==> config.mk <==
export PLATFORM = sky130hd
export DESIGN_NAME = shift_unit_top
export DESIGN_NICKNAME = d
export VERILOG_FILES = /design/src/shift_pkg.sv /design/src/shift_decode.sv /design/src/shift_iterative.sv /design/src/shift_result.sv /design/src/shift_unit_top.sv
export VERILOG_INCLUDE_DIRS = /design/src /design/src/include
export SDC_FILE = /design/constraint.sdc
export NUM_CORES = 1
export LEC_CHECK = 0
export BUFFER_PORTS_ARGS = -buffer_cell sky130_fd_sc_hd__buf_2
export CORE_UTILIZATION = 55
export CTS_BUF_LIST = sky130_fd_sc_hd__clkbuf_4 sky130_fd_sc_hd__clkbuf_8
export DETAILED_ROUTE_END_ITERATION = 8
export GPL_ROUTABILITY_DRIVEN = 0
export PLACE_DENSITY_LB_ADDON = 0.05
export SLEW_MARGIN = 15
export SYNTH_ARGS = -nofsm -noshare
export SYNTH_HDL_FRONTEND = slang
export SYNTH_SLANG_ARGS = --single-unit
==> constraint.sdc <==
create_clock -name clk -period 7.64 [get_ports clk]
set_clock_uncertainty 0.05 [all_clocks]
set_input_delay 0.764 -clock clk [delete_from_list [all_inputs] [get_ports clk]]
set_output_delay 0.764 -clock clk [all_outputs]
set_load 0.01 [all_outputs]
==> src/include/shift_cfg.svh <==
`ifndef SHIFT_CFG_SVH
`define SHIFT_CFG_SVH

// ####################
// Datapath sizing
// ####################

`define SHIFT_XLEN          32  // RV32I register width
`define SHIFT_AMT_W         5   // Enough bits for shifts of 0 to 31

// ####################
// Iterative shifter
// ####################

`define SHIFT_MAX_PER_CYCLE 4   // Any value from 1 to 7 fits the 3 bit step

`endif

==> src/shift_pkg.sv <==
`default_nettype none

`include "shift_cfg.svh"

package shift_pkg;

    // ####################
    // Basic vectors
    // ####################

    typedef logic [`SHIFT_XLEN-1:0]  xlen_t;
    typedef logic [`SHIFT_AMT_W-1:0] shamt_t;
    typedef logic [4:0]              reg_idx_t;
    typedef logic [31:0]             instr_t;

    typedef enum logic [1:0] {
        SHIFT_SLL = 2'd0,                   // Logical left
        SHIFT_SRL = 2'd1,                   // Logical right
        SHIFT_SRA = 2'd2                    // Arithmetic right
    } shift_kind_e;

    // ####################
    // Stage payloads
    // ####################

    typedef struct packed {
        xlen_t       data;                  // Value from rs1
        shamt_t      amount;
        shift_kind_e kind;
        reg_idx_t    rd;
        logic        illegal;               // Not a valid RV32I shift
    } shift_op_t;

    typedef struct packed {
        xlen_t    value;
        reg_idx_t rd;
        logic     illegal;
    } shift_res_t;

endpackage

`default_nettype wire

==> src/shift_decode.sv <==
`timescale 1ns/1ps
`default_nettype none

`include "shift_cfg.svh"

module shift_decode (
    input  logic                 clk,
    input  logic                 rst_n,
    input  logic                 in_req,
    input  shift_pkg::instr_t    in_instr,
    input  shift_pkg::xlen_t     in_rs1,
    input  shift_pkg::xlen_t     in_rs2,
    output logic                 in_ack,
    output logic                 op_valid,
    output shift_pkg::shift_op_t op,
    input  logic                 busy
);

    localparam logic [6:0] OPC_OP     = 7'b0110011;
    localparam logic [6:0] OPC_OP_IMM = 7'b0010011;
    localparam logic [2:0] F3_SLL     = 3'b001;
    localparam logic [2:0] F3_SR      = 3'b101;
    localparam logic [6:0] F7_BASE    = 7'b0000000;
    localparam logic [6:0] F7_ARITH   = 7'b0100000;

    typedef enum logic [1:0] {
        WAIT_REQ,
        ACK,
        WAIT_RELEASE
    } in_state_e;

    in_state_e            state;
    logic                 hold_valid;       // op holds work not yet issued
    logic                 capture;
    shift_pkg::shift_op_t decoded;

    function automatic shift_pkg::shift_op_t decode_instr(
        input shift_pkg::instr_t instr,
        input shift_pkg::xlen_t  rs1,
        input shift_pkg::xlen_t  rs2
    );
        shift_pkg::shift_op_t d;
        logic [6:0]           opcode;
        logic [2:0]           funct3;
        logic [6:0]           funct7;

        opcode    = instr[6:0];
        funct3    = instr[14:12];
        funct7    = instr[31:25];
        d.data    = rs1;
        d.rd      = instr[11:7];
        d.kind    = shift_pkg::SHIFT_SLL;
        d.illegal = 1'b0;
        if (opcode == OPC_OP) begin
            d.amount = rs2[`SHIFT_AMT_W-1:0];                    // Register form uses rs2
        end else begin
            d.amount = shift_pkg::shamt_t'(instr[24:20]);        // Immediate shamt field
        end

        if (opcode != OPC_OP && opcode != OPC_OP_IMM) begin
            d.illegal = 1'b1;
        end else if (funct3 == F3_SLL && funct7 == F7_BASE) begin
            d.kind = shift_pkg::SHIFT_SLL;
        end else if (funct3 == F3_SR && funct7 == F7_BASE) begin
            d.kind = shift_pkg::SHIFT_SRL;
        end else if (funct3 == F3_SR && funct7 == F7_ARITH) begin
            d.kind = shift_pkg::SHIFT_SRA;
        end else begin
            d.illegal = 1'b1;
        end
        return d;
    endfunction

    always_comb decoded = decode_instr(in_instr, in_rs1, in_rs2);

    // Take a new request only with an empty slot and nothing issuing
    assign capture = (state == WAIT_REQ) && in_req && !hold_valid && !op_valid;
    assign in_ack  = (state != WAIT_REQ);

    always_ff @(posedge clk or negedge rst_n) begin
        if (!rst_n) begin
            state <= WAIT_REQ;
        end else begin
            case (state)
                WAIT_REQ:     if (capture) state <= ACK;
                ACK:          state <= WAIT_RELEASE;
                WAIT_RELEASE: if (!in_req) state <= WAIT_REQ;    // Ack drops with the request
                default:      state <= WAIT_REQ;
            endcase
        end
    end

    always_ff @(posedge clk or negedge rst_n) begin
        if (!rst_n) begin
            op_valid   <= 1'b0;
            hold_valid <= 1'b0;
        end else begin
            op_valid <= 1'b0;
            if (capture) begin
                if (busy) begin
                    hold_valid <= 1'b1;                          // Park until execute frees up
                end else begin
                    op_valid <= 1'b1;
                end
            end else if (hold_valid && !busy) begin
                op_valid   <= 1'b1;
                hold_valid <= 1'b0;
            end
        end
    end

    always_ff @(posedge clk) begin
        if (capture) op <= decoded;
    end

    // Busy only rises after our own pulse, so an issue never meets a busy shifter
    a_no_issue_when_busy: assert property (
        @(posedge clk) disable iff (!rst_n) op_valid |-> !busy
    );

endmodule

`default_nettype wire

==> src/shift_iterative.sv <==
`timescale 1ns/1ps
`default_nettype none

`include "shift_cfg.svh"

module shift_iterative (
    input  logic                  clk,
    input  logic                  rst_n,
    input  logic                  op_valid,
    input  shift_pkg::shift_op_t  op,
    output logic                  busy,
    output logic                  res_valid,
    output shift_pkg::shift_res_t res,
    input  logic                  full
);

    localparam int MAX_STEP = `SHIFT_MAX_PER_CYCLE;
    localparam int STEP_W   = $clog2(MAX_STEP + 1);

    typedef enum logic [1:0] {
        IDLE,
        INIT,
        SHIFT,
        DONE
    } exec_state_e;

    exec_state_e          state;
    shift_pkg::shift_op_t op_q;             // Operation latched at issue
    shift_pkg::xlen_t     shift_reg;
    shift_pkg::shamt_t    remaining;        // Shift still to be applied
    logic [STEP_W-1:0]    step;
    logic                 in_shift;

    function automatic shift_pkg::xlen_t barrel_step(
        input shift_pkg::xlen_t       data,
        input logic [STEP_W-1:0]      amount,
        input shift_pkg::shift_kind_e kind
    );
        shift_pkg::xlen_t result;

        case (kind)
            shift_pkg::SHIFT_SLL: result = data << amount;
            shift_pkg::SHIFT_SRA: result = shift_pkg::xlen_t'($signed(data) >>> amount);
            default:              result = data >> amount;
        endcase
        return result;
    endfunction

    // ####################
    // Step size
    // ####################

    always_comb begin
        if (remaining > shift_pkg::shamt_t'(MAX_STEP)) begin
            step = STEP_W'(MAX_STEP);
        end else begin
            step = remaining[STEP_W-1:0];   // Last partial step
        end
    end

    // ####################
    // Control
    // ####################

    always_ff @(posedge clk or negedge rst_n) begin
        if (!rst_n) begin
            state     <= IDLE;
            remaining <= '0;
        end else begin
            case (state)
                IDLE: begin
                    if (op_valid) state <= INIT;
                end
                INIT: begin
                    if (op_q.illegal || op_q.amount == '0) begin
                        remaining <= '0;
                        state     <= DONE;
                    end else begin
                        remaining <= op_q.amount;
                        state     <= SHIFT;
                    end
                end
                SHIFT: begin
                    remaining <= remaining - shift_pkg::shamt_t'(step);
                    if (remaining <= shift_pkg::shamt_t'(MAX_STEP)) state <= DONE;
                end
                DONE: begin
                    if (!full) state <= IDLE;   // Result slot took the value
                end
                default: state <= IDLE;
            endcase
        end
    end

    // ####################
    // Datapath
    // ####################

    always_ff @(posedge clk) begin
        case (state)
            IDLE:  if (op_valid) op_q <= op;
            INIT:  shift_reg <= op_q.illegal ? '0 : op_q.data;
            SHIFT: shift_reg <= barrel_step(shift_reg, step, op_q.kind);
            default: ;
        endcase
    end

    assign busy      = (state != IDLE);
    assign in_shift  = (state == SHIFT);
    assign res_valid = (state == DONE) && !full;

    always_comb begin
        res.value   = shift_reg;
        res.rd      = op_q.rd;
        res.illegal = op_q.illegal;
    end

    a_remaining_shrinks: assert property (
        @(posedge clk) disable iff (!rst_n) in_shift |=> remaining < $past(remaining)
    );

    // Worst case is a 31 bit shift at one bit per cycle
    a_shift_bounded: assert property (
        @(posedge clk) disable iff (!rst_n) $rose(in_shift) |-> ##[1:`SHIFT_XLEN] !in_shift
    );

endmodule

`default_nettype wire

==> src/shift_result.sv <==
`timescale 1ns/1ps
`default_nettype none

`include "shift_cfg.svh"

module shift_result (
    input  logic                  clk,
    input  logic                  rst_n,
    input  logic                  res_valid,
    input  shift_pkg::shift_res_t res,
    output logic                  full,
    output logic                  out_req,
    output shift_pkg::shift_res_t out_res,
    input  logic                  out_ack
);

    typedef enum logic [1:0] {
        EMPTY,
        REQ,
        RELEASE
    } out_state_e;

    out_state_e state;

    always_ff @(posedge clk or negedge rst_n) begin
        if (!rst_n) begin
            state <= EMPTY;
        end else begin
            case (state)
                EMPTY:   if (res_valid) state <= REQ;
                REQ:     if (out_ack) state <= RELEASE;    // Consumer has the value
                RELEASE: if (!out_ack) state <= EMPTY;     // Handshake closed
                default: state <= EMPTY;
            endcase
        end
    end

    // ####################
    // Result slot
    // ####################

    always_ff @(posedge clk) begin
        if (res_valid) out_res <= res;
    end

    assign full    = (state != EMPTY);
    assign out_req = (state == REQ);

    a_out_res_stable: assert property (
        @(posedge clk) disable iff (!rst_n)
        out_req && $past(out_req) |-> out_res == $past(out_res)
    );

endmodule

`default_nettype wire

==> src/shift_unit_top.sv <==
`timescale 1ns/1ps
`default_nettype none

`include "shift_cfg.svh"

module shift_unit_top (
    input  logic                  clk,
    input  logic                  rst_n,
    input  logic                  in_req,
    input  shift_pkg::instr_t     in_instr,
    input  shift_pkg::xlen_t      in_rs1,
    input  shift_pkg::xlen_t      in_rs2,
    output logic                  in_ack,
    output logic                  out_req,
    output shift_pkg::shift_res_t out_res,
    input  logic                  out_ack
);

    logic                  op_valid;
    shift_pkg::shift_op_t  op;
    logic                  busy;
    logic                  res_valid;
    shift_pkg::shift_res_t res;
    logic                  full;

    shift_decode u_decode (
        .clk      (clk),
        .rst_n    (rst_n),
        .in_req   (in_req),
        .in_instr (in_instr),
        .in_rs1   (in_rs1),
        .in_rs2   (in_rs2),
        .in_ack   (in_ack),
        .op_valid (op_valid),
        .op       (op),
        .busy     (busy)
    );

    shift_iterative u_execute (
        .clk       (clk),
        .rst_n     (rst_n),
        .op_valid  (op_valid),
        .op        (op),
        .busy      (busy),
        .res_valid (res_valid),
        .res       (res),
        .full      (full)
    );

    shift_result u_result (
        .clk       (clk),
        .rst_n     (rst_n),
        .res_valid (res_valid),
        .res       (res),
        .full      (full),
        .out_req   (out_req),
        .out_res   (out_res),
        .out_ack   (out_ack)
    );

endmodule

`default_nettype wire

==> metrics.txt, run 1 <==
CTS Sinks=173; top-count cell post-synth=edfxtp_1; Reg with most FFs=u_decode.op; post-synth top area share=59.7%; worst reg2reg startpoint=u_execute.remaining[0]; clock root buffer=clkbuf_8; total grt overflow=0; max_cap viols=0; initial drt markers=888; Std-Cell Rows=43; DPL Wire Length=11.6 mm; Pre-antenna DRT Iters=5; async set or reset register ratio after synthesis=7.51%; maximum vdd drop=0.000192 V; post-synth cell types=60; Critical Path Fanout Max=56; final worst path period share=41.7%; fraction of the mapped netlist area in compound gates=13.5%; placement-stage worst setup slack=4.51 ns; Commonest cells post-synth=160 x edfxtp_1, 98 x nand2_1, 36 x mux2i_1; Post-synth EDFFs=160; H-tree depth=4; die area=15100 sq um; slowest stage cell, crit path=dfrtp_1; Setup Crit Path Kind=reg -> reg; CP peak stage delay=0.77 ns; Mapped Area=8050 sq um; xor/xnor share of the synthesized area=0.109%; Mapped Cells=626; Net Count, Synth=731; Antenna Violating Nets Remaining=0; Worst-Margin Slew=1.03 ns; core region area=14100 sq um; Slew Limit Fails=0; setup_tns=0 ns; PostCTS Resize Cnt=0; Req. time, crit path=7.81 ns; Post-Synth Simple-Gate Area=10.8%; Power Density=405 nW/um^2; post-synthesis mux area share=7.23%; Worst EP arrival=3.36 ns; clk_lat worst skew=0.47 ns; largest family of logic cells by synthesized area=compound AO/OA/AOI/OAI gates; largest net degree at the start of global routing=57; area grow syn2layout=12.6%; Synth Area in Adders=0.778%; vias in the first global route=5393; placed cell count=877; CTS Buf Count=17; CP Cell Sequence=nor4b_4 -> buf_4 -> mux4_1 -> mux2i_1 -> o211ai_1 -> a22o_1; Tmin final=3.19 ns; crit start category=register; gr usage total=25.2%; DR WL/cell=19.8 microns; initial cell density of the core=57.1%; RSZ-0062 raised after global routing=false; slew margin rel.=31.1%; die height=123 microns; CP startpoint=u_execute.remaining[0]; max reg flops=45; # diodes=0; Leak=3.17 nW; Via Count=5797; Routed WL=17.9 mm; Via density=6.38; post-synthesis sequential area ratio=63.8%; largest registers=u_decode.op: 45 flops, u_execute.op_q: 39 flops, u_result.out_res: 38 flops; cell taking the most area after synthesis=edfxtp_1; CTS Hold Bufs=0; DR DRC count=0; Synth area leaders=edfxtp_1 60%, nand2_1 4.6%, mux2i_1 4.5%, dfrtp_1 4.0%, nand3_1 2.1%; Ys Warns=0; Max clock buf depth=2; critical path capture point type=register; share of cells above drive strength 1=23.5%; Avg Cell Area, Syn=12.9 sq um; final setup margin=4.45 ns; Seq cells post-synth=173; CTS tree=built; clk slew on worst S/H paths=0.10 ns; Die Width=123 microns; status=completed; Final Setup Violations=0; Top-Level Pins=140; Main synth FF type=edfxtp_1; Finished Layout Cells=908; # port buffers=107; first-pass GRT wire length=28.0 mm; antenna violations before repair=0; highest clock rate=314 MHz; Hold WC Path Type=in -> async; final hold violation count=0; postcts setup bufs=0; Nets=821
[power breakdown]
part | switching, mW | internal (mW) | leakage [nW]
sequential | 0.316 | 1.46 | 1.66
combinational | 0.787 | 0.437 | 1.30
clock | 0.345 | 0.329 | 0.206
total | 1.45 | 2.23 | 3.17
[path summary, 6_finish.rpt]
path	end	slack, ns	cells past startpoint
max	u_execute.shift_reg[29]	4.45	6
min	u_execute.remaining[1]	0.12	1
max reg2reg	u_execute.shift_reg[29]	4.45	6
min in group clk	u_execute.op_q[27]	0.37	0
max in group asynchronous	u_execute.remaining[0]	7.16	1
min reg2reg	u_execute.op_q[27]	0.37	0
[stage by stage]
step / hold WS [ns] / power, mW / cell area [sq um] / utilization, %
after detailed placement: 0.355 / 2.98 / 8640 / 61.3
after CTS: 0.112 / 3.65 / 9060 / 64.3
after floorplan: 0.350 / 2.60 / 8050 / -
after global placement: 0.351 / 2.93 / 8640 / 61.3
after global routing: 0.141 / 3.86 / 9060 / 64.3
final: 0.122 / 3.67 / 9060 / 64.3
[final cells by class]
cell class              count  area (sq um)
flip-flops and latches    173          5130
repair buffers            117           611
clock buffers              17           234
fillers                  1076          5040
inverters                   9          33.8
well taps                 180           225
clock inverters            14           183
multi-input cells         398          2640
[cell usage in the layout, fill, tap and decap left out, types with 15 or more instances in the layout]
cell        n
a21oi_1    15
buf_2     107
clkbuf_8   17
edfxtp_1  160
mux2i_1    36
nand2_1    98
nand3_1    34
nor2_1     16
o21ai_0    22
o21ai_1    18
o22ai_1    21
[logic make-up after synthesis]
logic type	count (synthesis)
other	1
flip-flops	173
multiplexers	49
adder cells (fa/ha/maj)	5
XOR/XNOR	1
AO/OA/AOI/OAI	159
buffers and inverters	55
AND/OR/NAND/NOR	183
[critical path: cells and delay by family (launching register included)]
kind,cells,cell delay [ns]
buffers and inverters,1,0.65
multiplexers,2,0.84
AND/OR/NAND/NOR,1,0.31
AO/OA/AOI/OAI,2,0.31
flip-flops,1,0.77
[metal layers]
metal  part of all wire, %  routed length [microns]  global-route usage [%]  up-vias
met5                     0                        0                       0        -
met4                   2.6                      467                    12.2        0
met3                    11                     1890                    5.30       47
met2                    44                     7920                    35.9      410
met1                    43                     7670                    36.9     2713
li1                      -                        -                       -     2627
Note: power is estimated with default switching activity, not from simulation.
==> run 2, diff against run 1 <==
- clock period: 7.64 -> 3.2 ns (I/O delays scaled with it)
==> metrics.txt, run 2 (same netlist as run 1, synthesis figures left out) <==
PostCTS Resize Cnt=0 (unchanged); max reg flops=45 (unchanged); CTS Buf Count=17 (unchanged); die height=123 microns (unchanged); Req. time, crit path=3.38 ns (-4.43 ns); DR DRC count=0 (unchanged); share of cells above drive strength 1=23.0% (-0.46 points); Final Cell Area=9560 sq um (+5.5%); H-tree depth=4 (unchanged); DPL Wire Length=11.8 mm (+1.3%); placed cell count=884 (+0.80%); Filler Cell Count=1033 (-4.0%); Worst-Margin Slew=1.01 ns (-0.0215 ns); Final Setup Violations=0 (unchanged); cell mode on critical path=nand2_1; max_cap viols=0 (unchanged); initial drt markers=770 (-13%); Finished Layout Cells=953 (+5.0%); largest net degree at the start of global routing=55 (-3.5%); Top delay family on crit path=simple AND/OR/NAND/NOR gates; vias in the first global route=5604 (+3.9%); CTS Hold Bufs=38 (+38); die area=15100 sq um (unchanged); Die Width=123 microns (unchanged); Nets=866 (+5.5%); clk slew on worst S/H paths=0.09 ns (about the same); final worst path period share=83.3% (+42 points); Power Density=940 nW/um^2 (+130%); postcts setup bufs=0 (unchanged); clk_lat worst skew=0.48 ns (about the same); CP peak stage delay=0.56 ns (-0.21 ns); commonest non-fill, non-tap cell in the layout=edfxtp_1; area grow syn2layout=18.8%; CP Cell Sequence=nor4b_4 -> buf_12 -> mux4_2 -> nand2_1 -> nand2_1 -> a32o_1; Tmin final=2.66 ns (-0.522 ns); Buf/Inv on CP=1 (unchanged); Routed WL=18.6 mm (+3.8%); clock root buffer=clkbuf_8; Final Util=67.8% (+3.5 points); CTS Sinks=173 (unchanged); Via density=6.26 (-2.0%); RSZ-0062 raised after global routing=false; Leak=3.39 nW (+6.7%); setup_tns=0 ns (unchanged); Reg with most FFs=u_decode.op; critical path capture point type=register; Slew Limit Fails=0 (unchanged); DR WL/cell=19.5 microns (-1.1%); CTS tree=built; core region area=14100 sq um (unchanged); final hold violation count=0 (unchanged); # diodes=0 (unchanged); most frequent cells in the layout=160 x edfxtp_1, 107 x buf_2, 98 x nand2_1, 38 x dlygate4sd3_1, 36 x mux2i_1; first-pass GRT wire length=29.0 mm (+3.6%); Critical Path Fanout Max=54 (-3.6%); initial cell density of the core=57.1% (unchanged); slew margin rel.=32.5% (+1.4 points); Via Count=5964 (+2.9%); Max clock buf depth=2 (unchanged); Top-Level Pins=140 (unchanged); total grt overflow=0 (unchanged); placed instance area=8740 sq um (+1.1%); slowest stage cell, crit path=dfrtp_1; highest clock rate=375 MHz (+20%); largest registers=u_decode.op: 45 flops, u_execute.op_q: 39 flops, u_result.out_res: 38 flops; Std-Cell Rows=43 (unchanged); Hold WS=0.0322 ns (-0.0897 ns); Antenna Violating Nets Remaining=0 (unchanged); Worst EP arrival=2.84 ns (-0.52 ns); gr usage total=26.0% (+0.83 points); Setup Crit Path Kind=reg -> reg; maximum vdd drop=0.000522 V (+170%); # port buffers=107 (unchanged); Hold WC Path Type=in -> reg; crit start category=register; Pre-antenna DRT Iters=6 (+1); status=completed; antenna violations before repair=0 (unchanged)
[run 2: tightest hold or removal path: cells and delay by family]
kind | cells | cell delay, ns
simple gates | 1 | 0.04
buf+inv | 2 | 0.15
[run 2: layout make-up]
type	instances	area (sq um)	area share, %
clock buffer	17	234	2.45
tap	180	225	2.36
inverter	9	33.8	0.353
timing repair buffer	162	1070	11.2
multi-input combinational	398	2660	27.8
clock inverter	14	206	2.16
sequential	173	5130	53.7
[run 2: metal layers]
metal	share of wire [%]	wire, microns	up-vias	GRT usage, %
met1	43	8070	2855	35.6
met2	45	8470	340	40.8
met4	2.4	439	0	10.5
li1	-	-	2723	-
met3	8.8	1650	46	5.58
met5	0	0	-	0
[run 2: through the flow]
step	total power, mW	worst slack [ns]
after CTS	8.94	0.531
final	8.99	0.535
after global routing	9.46	0.380
after floorplan	6.19	0.654
after global placement	7.11	0.605
after detailed placement	7.23	0.538
[run 2: final timing paths]
path / from / endpoint / slack, ns / depth (start not counted)
max in group asynchronous: rst_n / u_decode.state[1] / 2.61 / 2
min in group asynchronous: rst_n / u_execute.state[0] / 0.24 / 2
setup reg to reg: u_execute.remaining[2] / u_execute.shift_reg[2] / 0.54 / 6
setup / recovery: u_execute.remaining[2] / u_execute.shift_reg[2] / 0.54 / 6
hold reg to reg: u_decode.op[33] / u_execute.op_q[33] / 0.37 / 0
hold / removal: out_ack / u_result.state[1] / 0.03 / 3
[run 2: power breakdown]
part	switching, mW	internal (mW)	leakage [nW]
registers	0.742	3.48	1.66
clock network	0.829	0.865	0.219
logic	1.91	1.16	1.51
